[src/verilog/alu_pkg.sv]
package alu_pkg;

    // Opcodes, MIPS funct style
    localparam logic [7:0] OP_ADD = 8'h20;
    localparam logic [7:0] OP_SUB = 8'h22;
    localparam logic [7:0] OP_AND = 8'h24;
    localparam logic [7:0] OP_OR  = 8'h25;
    localparam logic [7:0] OP_XOR = 8'h26;
    localparam logic [7:0] OP_NOR = 8'h27;
    localparam logic [7:0] OP_SRA = 8'h03;
    localparam logic [7:0] OP_SRL = 8'h02;

    // Fields in arrival order on the serial line
    typedef struct packed {
        logic [7:0] a;
        logic [7:0] b;
        logic [7:0] op;
    } alu_cmd_t;

    typedef logic [7:0] alu_result_t;

endpackage

[src/verilog/uart_pkg.sv]
package uart_pkg;

    localparam int WORD_BITS  = 8;     // Data bits per frame
    localparam int STOP_BITS  = 2;
    localparam int OVERSAMPLE = 16;    // Ticks per bit time

    // 50 MHz / (163 * 16) is about 19200 baud
    localparam int TICK_DIV   = 163;
    localparam int BIT_CYCLES = TICK_DIV * OVERSAMPLE;

    // One-hot receiver states
    typedef enum logic [3:0] {
        RX_IDLE  = 4'b0001,
        RX_START = 4'b0010,
        RX_DATA  = 4'b0100,
        RX_STOP  = 4'b1000
    } rx_state_t;

endpackage

[src/verilog/alu_exec.sv]
module alu_exec
    import alu_pkg::*;
(
    input  logic        i_rate,
    input  logic        i_reset,
    input  logic        i_valid,
    output logic        o_ready,
    input  alu_cmd_t    i_cmd,
    output logic        o_valid,
    input  logic        i_ready,
    output alu_result_t o_result
);

    alu_result_t result;

    always_comb begin
        case (i_cmd.op)
            OP_ADD:  result = i_cmd.a + i_cmd.b;
            OP_SUB:  result = i_cmd.a - i_cmd.b;   // Wraps mod 256
            OP_AND:  result = i_cmd.a & i_cmd.b;
            OP_OR:   result = i_cmd.a | i_cmd.b;
            OP_XOR:  result = i_cmd.a ^ i_cmd.b;
            OP_NOR:  result = ~(i_cmd.a | i_cmd.b);
            OP_SRA:  result = $signed(i_cmd.a) >>> i_cmd.b;  // Sign fill
            OP_SRL:  result = i_cmd.a >> i_cmd.b;
            default: result = '0;
        endcase
    end

    // Empty or draining this cycle
    assign o_ready = !o_valid || i_ready;

    always_ff @(posedge i_rate) begin
        if (!i_reset) begin
            o_valid <= 1'b0;
        end else if (i_valid && o_ready) begin
            o_valid <= 1'b1;
        end else if (i_ready) begin
            o_valid <= 1'b0;
        end
    end

    always_ff @(posedge i_rate) begin
        if (i_valid && o_ready) begin
            o_result <= result;
        end
    end

endmodule

[src/verilog/baud_tick_gen.sv]
module baud_tick_gen
    import uart_pkg::*;
(
    input  logic i_rate,
    input  logic i_reset,
    output logic o_tick
);

    logic [$clog2(TICK_DIV)-1:0] div_cnt;

    assign o_tick = (int'(div_cnt) == TICK_DIV - 1);

    always_ff @(posedge i_rate) begin
        if (!i_reset) begin
            div_cnt <= '0;
        end else if (o_tick) begin
            div_cnt <= '0;              // Wrap
        end else begin
            div_cnt <= div_cnt + 1'b1;
        end
    end

endmodule

[src/verilog/cmd_collector.sv]
module cmd_collector
    import uart_pkg::*;
    import alu_pkg::*;
(
    input  logic                 i_rate,
    input  logic                 i_reset,
    input  logic                 i_byte_valid,
    input  logic [WORD_BITS-1:0] i_byte,
    output logic                 o_cmd_valid,
    input  logic                 i_cmd_ready,
    output alu_cmd_t             o_cmd
);

    logic [1:0] slot;   // 0 = operand a, 1 = operand b, 2 = opcode

    always_ff @(posedge i_rate) begin
        if (!i_reset) begin
            slot        <= 2'd0;
            o_cmd_valid <= 1'b0;
        end else if (o_cmd_valid) begin
            if (i_cmd_ready) begin
                o_cmd_valid <= 1'b0;
            end
        end else if (i_byte_valid) begin
            case (slot)
                2'd0: begin
                    slot <= 2'd1;
                end
                2'd1: begin
                    slot <= 2'd2;
                end
                default: begin
                    slot        <= 2'd0;
                    o_cmd_valid <= 1'b1;   // Command complete
                end
            endcase
        end
    end

    // Payload, only written while no command waits
    always_ff @(posedge i_rate) begin
        if (i_byte_valid && !o_cmd_valid) begin
            case (slot)
                2'd0:    o_cmd.a  <= i_byte;
                2'd1:    o_cmd.b  <= i_byte;
                default: o_cmd.op <= i_byte;
            endcase
        end
    end

endmodule

[src/verilog/skid_buffer.sv]
module skid_buffer #(
    parameter type payload_t = logic [7:0]
) (
    input  logic     i_rate,
    input  logic     i_reset,
    input  logic     i_valid,
    output logic     o_ready,
    input  payload_t i_data,
    output logic     o_valid,
    input  logic     i_ready,
    output payload_t o_data
);

    payload_t   mem [2];
    logic       head;
    logic [1:0] count;
    logic       push;
    logic       pop;
    logic       wr_ptr;

    assign o_ready = (count != 2'd2);     // State only
    assign o_valid = (count != 2'd0);
    assign o_data  = mem[head];

    assign push   = i_valid && o_ready;
    assign pop    = o_valid && i_ready;
    assign wr_ptr = head ^ count[0];      // Slot after the last held entry

    always_ff @(posedge i_rate) begin
        if (!i_reset) begin
            head  <= 1'b0;
            count <= 2'd0;
        end else begin
            if (pop) begin
                head <= ~head;
            end
            case ({push, pop})
                2'b10:   count <= count + 2'd1;
                2'b01:   count <= count - 2'd1;
                default: count <= count;
            endcase
        end
    end

    always_ff @(posedge i_rate) begin
        if (push) begin
            mem[wr_ptr] <= i_data;
        end
    end

endmodule

[src/verilog/uart_alu_top.sv]
module uart_alu_top
    import uart_pkg::*;
    import alu_pkg::*;
(
    input  logic i_rate,
    input  logic i_reset,
    input  logic i_rx,
    output logic o_tx
);

    logic                 tick;
    logic                 rx_valid;
    logic [WORD_BITS-1:0] rx_byte;

    logic                 col_valid;
    logic                 col_ready;
    alu_cmd_t             col_cmd;

    logic                 cmd_valid;
    logic                 cmd_ready;
    alu_cmd_t             cmd;

    logic                 alu_valid;
    logic                 alu_ready;
    alu_result_t          alu_result;

    logic                 res_valid;
    logic                 res_ready;
    alu_result_t          res_data;

    baud_tick_gen u_tick (
        .i_rate  (i_rate),
        .i_reset (i_reset),
        .o_tick  (tick)
    );

    uart_rx u_rx (
        .i_rate  (i_rate),
        .i_reset (i_reset),
        .i_tick  (tick),
        .i_rx    (i_rx),
        .o_valid (rx_valid),
        .o_data  (rx_byte)
    );

    cmd_collector u_collector (
        .i_rate       (i_rate),
        .i_reset      (i_reset),
        .i_byte_valid (rx_valid),
        .i_byte       (rx_byte),
        .o_cmd_valid  (col_valid),
        .i_cmd_ready  (col_ready),
        .o_cmd        (col_cmd)
    );

    skid_buffer #(.payload_t(alu_cmd_t)) cmd_buf (
        .i_rate  (i_rate),
        .i_reset (i_reset),
        .i_valid (col_valid),
        .o_ready (col_ready),
        .i_data  (col_cmd),
        .o_valid (cmd_valid),
        .i_ready (cmd_ready),
        .o_data  (cmd)
    );

    alu_exec u_alu (
        .i_rate   (i_rate),
        .i_reset  (i_reset),
        .i_valid  (cmd_valid),
        .o_ready  (cmd_ready),
        .i_cmd    (cmd),
        .o_valid  (alu_valid),
        .i_ready  (alu_ready),
        .o_result (alu_result)
    );

    skid_buffer #(.payload_t(alu_result_t)) res_buf (
        .i_rate  (i_rate),
        .i_reset (i_reset),
        .i_valid (alu_valid),
        .o_ready (alu_ready),
        .i_data  (alu_result),
        .o_valid (res_valid),
        .i_ready (res_ready),
        .o_data  (res_data)
    );

    uart_tx u_tx (
        .i_rate  (i_rate),
        .i_reset (i_reset),
        .i_tick  (tick),
        .i_valid (res_valid),
        .o_ready (res_ready),
        .i_data  (res_data),
        .o_tx    (o_tx)
    );

endmodule

[src/verilog/uart_rx.sv]
module uart_rx
    import uart_pkg::*;
(
    input  logic                 i_rate,
    input  logic                 i_reset,
    input  logic                 i_tick,
    input  logic                 i_rx,
    output logic                 o_valid,
    output logic [WORD_BITS-1:0] o_data
);

    rx_state_t                     state;
    logic [$clog2(OVERSAMPLE)-1:0] tick_cnt;
    logic [$clog2(WORD_BITS)-1:0]  bit_idx;
    logic [$clog2(STOP_BITS)-1:0]  stop_cnt;
    logic [WORD_BITS-1:0]          rx_buf;
    logic                          last_tick;

    assign last_tick = (int'(tick_cnt) == OVERSAMPLE - 1);

    // Byte released at the last stop sample, only if the line is high
    assign o_valid = i_tick && (state == RX_STOP) && last_tick
                     && (int'(stop_cnt) == STOP_BITS - 1) && i_rx;
    assign o_data  = rx_buf;

    always_ff @(posedge i_rate) begin
        if (!i_reset) begin
            state    <= RX_IDLE;
            tick_cnt <= '0;
            bit_idx  <= '0;
            stop_cnt <= '0;
            rx_buf   <= '0;
        end else if (i_tick) begin
            case (state)
                RX_IDLE: begin
                    tick_cnt <= '0;
                    bit_idx  <= '0;
                    stop_cnt <= '0;
                    if (!i_rx) begin
                        state <= RX_START;
                    end
                end
                RX_START: begin
                    // Half a bit in, line must still be low
                    if (int'(tick_cnt) == OVERSAMPLE / 2 - 1) begin
                        tick_cnt <= '0;
                        state    <= i_rx ? RX_IDLE : RX_DATA;
                    end else begin
                        tick_cnt <= tick_cnt + 1'b1;
                    end
                end
                RX_DATA: begin
                    if (last_tick) begin
                        tick_cnt <= '0;
                        rx_buf   <= {i_rx, rx_buf[WORD_BITS-1:1]};  // LSB first
                        bit_idx  <= bit_idx + 1'b1;
                        if (int'(bit_idx) == WORD_BITS - 1) begin
                            state <= RX_STOP;
                        end
                    end else begin
                        tick_cnt <= tick_cnt + 1'b1;
                    end
                end
                RX_STOP: begin
                    if (last_tick) begin
                        tick_cnt <= '0;
                        stop_cnt <= stop_cnt + 1'b1;
                        if (!i_rx || int'(stop_cnt) == STOP_BITS - 1) begin
                            state <= RX_IDLE;      // Done or framing error
                        end
                    end else begin
                        tick_cnt <= tick_cnt + 1'b1;
                    end
                end
                default: begin
                    state <= RX_IDLE;
                end
            endcase
        end
    end

endmodule

[src/verilog/uart_tx.sv]
module uart_tx
    import uart_pkg::*;
    import alu_pkg::*;
(
    input  logic        i_rate,
    input  logic        i_reset,
    input  logic        i_tick,
    input  logic        i_valid,
    output logic        o_ready,
    input  alu_result_t i_data,
    output logic        o_tx
);

    logic [WORD_BITS+STOP_BITS:0]  shreg;     // Stop bits, data, start bit
    logic [3:0]                    bit_cnt;
    logic [$clog2(OVERSAMPLE)-1:0] tick_cnt;
    logic                          busy;
    logic                          bit_end;

    assign o_ready = !busy;
    assign bit_end = i_tick && (int'(tick_cnt) == OVERSAMPLE - 1);

    always_ff @(posedge i_rate) begin
        if (!i_reset) begin
            busy     <= 1'b0;
            bit_cnt  <= '0;
            tick_cnt <= '0;
            o_tx     <= 1'b1;
        end else if (!busy) begin
            if (i_valid) begin
                busy     <= 1'b1;
                bit_cnt  <= '0;
                tick_cnt <= 4'(OVERSAMPLE - 1);   // Start bit on the next tick
            end
        end else if (bit_end) begin
            tick_cnt <= '0;
            if (int'(bit_cnt) == 1 + WORD_BITS + STOP_BITS) begin
                busy <= 1'b0;                     // Last stop bit over
                o_tx <= 1'b1;
            end else begin
                o_tx    <= shreg[0];
                bit_cnt <= bit_cnt + 1'b1;
            end
        end else if (i_tick) begin
            tick_cnt <= tick_cnt + 1'b1;
        end
    end

    always_ff @(posedge i_rate) begin
        if (!busy && i_valid) begin
            shreg <= {{STOP_BITS{1'b1}}, i_data, 1'b0};
        end else if (busy && bit_end) begin
            shreg <= {1'b1, shreg[WORD_BITS+STOP_BITS:1]};
        end
    end

endmodule
[config.mk]
export PLATFORM = sky130hd
export DESIGN_NAME = uart_alu_top
export DESIGN_NICKNAME = d
export VERILOG_FILES = /design/src/verilog/alu_pkg.sv /design/src/verilog/uart_pkg.sv /design/src/verilog/alu_exec.sv /design/src/verilog/baud_tick_gen.sv /design/src/verilog/cmd_collector.sv /design/src/verilog/skid_buffer.sv /design/src/verilog/uart_alu_top.sv /design/src/verilog/uart_rx.sv /design/src/verilog/uart_tx.sv
export SDC_FILE = /design/constraint.sdc
export NUM_CORES = 1
export LEC_CHECK = 0
export BUFFER_PORTS_ARGS = -buffer_cell sky130_fd_sc_hd__buf_2
export CORE_UTILIZATION = 57
export DETAILED_ROUTE_END_ITERATION = 12
export PLACE_DENSITY = 0.76
export SYNTH_ARGS = -nofsm -noshare
export SYNTH_HDL_FRONTEND = slang
export SYNTH_SLANG_ARGS = --single-unit
[constraint.sdc]
create_clock -name i_rate -period 3.8 [get_ports i_rate]
set_input_delay 0.38 -clock i_rate [delete_from_list [all_inputs] [get_ports i_rate]]
set_output_delay 0.38 -clock i_rate [all_outputs]
set_load 0.02 [all_outputs]
After elaboration in Yosys (flattened, before gate mapping). Memories as Yosys holds them, arrays and structs flattened. A register that Yosys moved wholly into a read port is not among the register bits. Index checks and enable logic that the tools add are counted.

$add $sub $neg: 12. Equality and inequality tests: 34. Shift operators: 2. Muxes and demuxes: 48. Bitwise gates (word level): 11. Reduce and logical (&&, ||, !) cells: 43.

Operators with widths (count): $mux 4 (16); $pmux 8 s8 (1); $eq 8x6->1 const B (6); $mux 1 (20); $mux 9 (2); $reduce_bool 2->1 (9); $eq 8x2->1 const B (2); $pmux 4 s4 (1); $reduce_and 2->1 (7); $add 4x1->4 const B (3); $eq 4x1->1 const B (3); $eq 4x4->1 const B (3); $ne 2x2->1 const B (6); $pmux 2 s2 (3); $pmux 4 s3 (1); $reduce_and 3->1 (4); $logic_and 1x1->1 (11); $add 8x1->8 const B (1); $add 8x8->8 (1); $and 8x8->8 (1); $eq 8x8->1 const B (1); $ne 2x1->1 const B (4); $not 8->8 (1); $or 8x8->8 (1); other kinds (25) (42).

Flip-flop bits (word level): 89. Memory bits (writable): 64. Input bits: 3. Logic and storage cells: 175. Memories kept: 2.

Memories: cmd_buf.mem (depth 2, width 24, read ports 1, clocked after Yosys merged registers in 1, wr ports 1, RTL line skid_buffer.sv:14) `payload_t mem [2];`; res_buf.mem (depth 2, width 8, read ports 1, clocked after Yosys merged registers in 1, wr ports 1, RTL line skid_buffer.sv:14).

Depth between registers and ports, before layout.
Depth after elaboration: 7. Gate-level depth with buffers: 17. Gate-level depth less buffers: 13.

By module. Synthesis repeated with hierarchy kept, for this count alone.

Cells, all modules: 682. Area, all modules: 8018.9 sq um.

By module, submodules not included: skid_buffer at cmd_buf (instances 1, cells each 100, area each 1951.9 sq um, seq. area each 1521.5 sq um); alu_exec (instances 1, cells each 230, area each 1915.6 sq um, seq. area each 260.2 sq um); uart_rx (instances 1, cells each 139, area each 1176.1 sq um, seq. area each 400.4 sq um); uart_tx (instances 1, cells each 85, area each 918.4 sq um, seq. area each 460.4 sq um); cmd_collector (instances 1, cells each 38, area each 863.3 sq um, seq. area each 780.7 sq um); skid_buffer at res_buf (instances 1, cells each 50, area each 800.8 sq um, seq. area each 560.5 sq um); baud_tick_gen (instances 1, cells each 40, area each 392.9 sq um, seq. area each 160.2 sq um).

Worst setup path after synthesis. OpenSTA, ideal clock, no wires.

Path type: register to register. From: register with a tool-made name. To: register u_alu.o_result[7] (data pin). Arrival time: 3.273 ns. Data required time: 3.529 ns. Path slack: 0.256 ns. Cell stages (with the launch flop): 15. Path buffers: 2. Cells stage by stage: dfxtp_1 buf_6 or4_4 a221o_1 or2_1 clkbuf_1 o21ai_1 inv_1 ha_1 nor2b_1 o21a_1 o31a_1 o41ai_1 xnor2_1 o221ai_1.

RTL lines: end signal, assigned (RTL line alu_exec.sv:45) `o_result <= result;`; end, declared (RTL line alu_exec.sv:11) `output alu_result_t o_result`.

==> qor.yml <==
holdCritStartpoint: "i_rx"
cts_tree: "yes"
cts_sinks: 155
r2r_cells: 12
min_path_type: "input port to flip-flop"
tightest_slew_ps: 1177
synth_top_flop_cell: "edfxtp_1"
peakVddDrop_uv: 255.9
multi_input_area_sq_um: 3281
ys_types: 72
ys_warn_count: 0
first_pass_iters: 5
reg2reg_slack_ps: 250
clkLatencyLatePin_ps: 420
grt_max_degree: 44
drt_iter0_drc: 429
place.gp.congestion: 0.9600
clockBufferDepth: 2
status: "finished clean"
dp_hpwl_um: 10580
static-leakage-power_nw: 2.982
vias: 5068
period_minus_slack_ps: 3551
hold_violations: 0
whs_ps: 268.6
syn_nets: 716
crit_fanout: 5
htree_levels: 4
area_growth_syn_to_layout_pct: 10.32
ant_nets: 0
yosys_register_bits: 155
vias_per_cell: 5.832
grt_pass1_vias: 4870
dpl_worst_slack_ps: 121.9
crit-reg2reg-capture: "u_alu.o_result[7]$_DFFE_PP_"
grtUsageTotal: 0.2236
rsz0062_at_grt: "no"
core_area_sq_um: 12880
post_cts_buffers: 0
fin_area_sq_um: 8441
start_util: 0.5942
powerDensity_nw_per_um2: 547.5
drv_slew: 0
nets: 721
timing.setup.tns_ps: 0
pin_count: 4
antenna_found_initial: 0
final_cell_mix: "edfxtp_1 (104), nand2_1 (63), dfxtp_1 (51)"
finClkSkew_ps: 9.797
async_reset_ff_frac: 0
register_area_sq_um: 4144
routed_wl_um: 14580
synth_edf_count: 104
relSlewSlack: 0.2144
port_buffers: 3
die_width_um: 117.9
crit_type: "flip-flop to flip-flop"
drive_above_1_share: 0.09900
avgRoutedWirePerCell_um: 16.78
critPathCapture: "u_alu.o_result[7]$_DFFE_PP_"
fp.dieArea_sq_um: 13890
maxClockFrequency_mhz: 281.6
final_common_cell: "edfxtp_1"
crit_path_end_kind: "flip-flop"
fill_cells: 970
setup_slack_ps: 249.2
diodes: 0
post-route-drc-count: 0
startpoint_type: "flip-flop"
period_share: 0.9344
cts.clk_slew.worst_paths_ps: 60
dpl-instance-area_sq_um: 7843
critical_path_required_ps: 3960
die_h_um: 117.9
grt_pass1_wl_um: 24160
avgSynthCellArea_sq_um: 11.27
root_buffer: "clkbuf_16"
yosysSeqAreaShare: 0.5416
whs_path_depth: 3
cts_buffers: 17
rows: 41
setup_violations: 0
overflow: 0
syn_inst: 679
cp_data_arrival_time_ps: 3710
synth_area_sq_um: 7651
cap_violations: 0
-- metrics by stage --
stage / util / total power, mW / instances
after floorplan: - / 2.800 / 679
after global placement: 0.6091 / 2.958 / 837
after detailed placement: 0.6091 / 3.000 / 837
after CTS: 0.6544 / 4.628 / 869
after global routing: 0.6555 / 4.843 / 869
final: 0.6555 / 4.621 / 869
-- worst min path at each step --
stage | slack (ps) | endpoint
floorplan | 420 | cmd_buf.mem[0][0]$_DFFE_PP_
global placement | 430 | cmd_buf.mem[0][21]$_DFFE_PP_
detailed placement | 430 | cmd_buf.mem[0][3]$_DFFE_PP_
CTS | 250 | u_rx.o_data[7]$_SDFFE_PN0P_
global route | 260 | u_rx.o_data[7]$_SDFFE_PN0P_
finish | 270 | u_rx.o_data[7]$_SDFFE_PN0P_
-- cell families (layout without fill, tap and decap cells) --
family                   count (synthesis)  after routing  share of synthesized area
buffers and inverters                   57             75                    0.03172
multiplexers                            43             43                    0.05707
AO/OA/AOI/OAI                          130            130                     0.1184
AND/OR/NAND/NOR                        219            219                     0.1477
adder cells (fa/ha/maj)                 34             34                    0.05658
flip-flops                             155            155                     0.5416
XOR/XNOR                                41             41                    0.04693
-- worst max-delay path, stage by stage, from the launching register on --
cell and delay, ps:
dfxtp_1 360, or4_4 550, a221o_1 370, or2_1 270, o21ai_1 240, inv_1 70
ha_1 260, nor2b_1 130, o21a_1 190, o31a_1 280, o41ai_2 270, xnor2_1 170
o221ai_1 130
-- synthesized netlist by cell type (all sizes together) (4+ instances only) --
| master | instances | area, sq um |
|---|---|---|
| nand2 | 63 | 236.5 |
| and2 | 15 | 93.84 |
| o21ai | 37 | 185.2 |
| xor2 | 13 | 113.9 |
| nor3b | 4 | 35.03 |
| xnor2 | 28 | 245.2 |
| clkbuf | 19 | 71.32 |
| nand3 | 29 | 150.1 |
| a31oi | 6 | 37.54 |
| nor3 | 12 | 65.06 |
| a21boi | 18 | 135.1 |
| a21oi | 12 | 60.06 |
| nor2 | 37 | 138.9 |
| o221ai | 4 | 35.03 |
| buf | 10 | 66.30 |
| o21a | 11 | 82.58 |
| o22ai | 6 | 37.54 |
| mux2 | 5 | 56.30 |
| mux2i | 38 | 380.4 |
| and3 | 9 | 56.30 |
| inv | 27 | 101.3 |
| nand2b | 8 | 50.05 |
| ha | 33 | 412.9 |
| nor2b | 12 | 75.07 |
| or2 | 4 | 25.03 |
| edfxtp | 104 | 3123 |
| or3 | 9 | 61.31 |
| o32a | 4 | 40.04 |
| dfxtp | 51 | 1021 |
-- power breakdown --
part           total [mW]  internal [mW]  switching [mW]
Sequential           2.04           1.94          0.0993
Combinational       0.949          0.408           0.541
Clock                1.64          0.935           0.702
Total                4.62           3.28            1.34
-- state kept, by name, summed over array words and instances (netlist names), named ones only --
register                 count
u_rx.stop_cnt                1
res_buf.head                 1
res_buf.count                2
cmd_buf.count                2
u_tx.o_tx                    1
cmd_buf.head                 1
u_collector.o_cmd_valid      1
u_tx.shreg                   9
u_collector.slot             2
u_alu.o_valid                1
cmd_buf.mem                 48
u_rx.o_data                  8
u_tx.tick_cnt                4
u_tx.busy                    1
u_rx.bit_idx                 3
u_rx.state                   4
u_tx.bit_cnt                 4
u_alu.o_result               8
u_rx.tick_cnt                4
u_tick.div_cnt               8
u_collector.o_cmd           24
res_buf.mem                 16
-- cell type report --
type | count | share of cell area
multi-input cells | 467 | 0.3887
clock buffers | 20 | 0.05722
repair buffers | 15 | 0.01334
inverters | 28 | 0.01245
well taps | 172 | 0.02550
clock inverters | 12 | 0.01186
flip-flops and latches | 155 | 0.4910
-- metal layers --
metal | vias up | track usage | wire length (um)
li1 | 2483 | - | -
met1 | 2428 | 0.2962 | 6673
met2 | 124 | 0.3559 | 6844
met3 | 33 | 0.03924 | 662
met4 | 0 | 0.1090 | 403
met5 | - | 0 | 0
-- what timing repair did --
item / 4_1_cts / 5_1_grt
endpoints found under the setup margin: 0 / 2
resized for setup: 0 / 4
hold buffers: 0 / 0
Power figures use the tool's default switching activity.
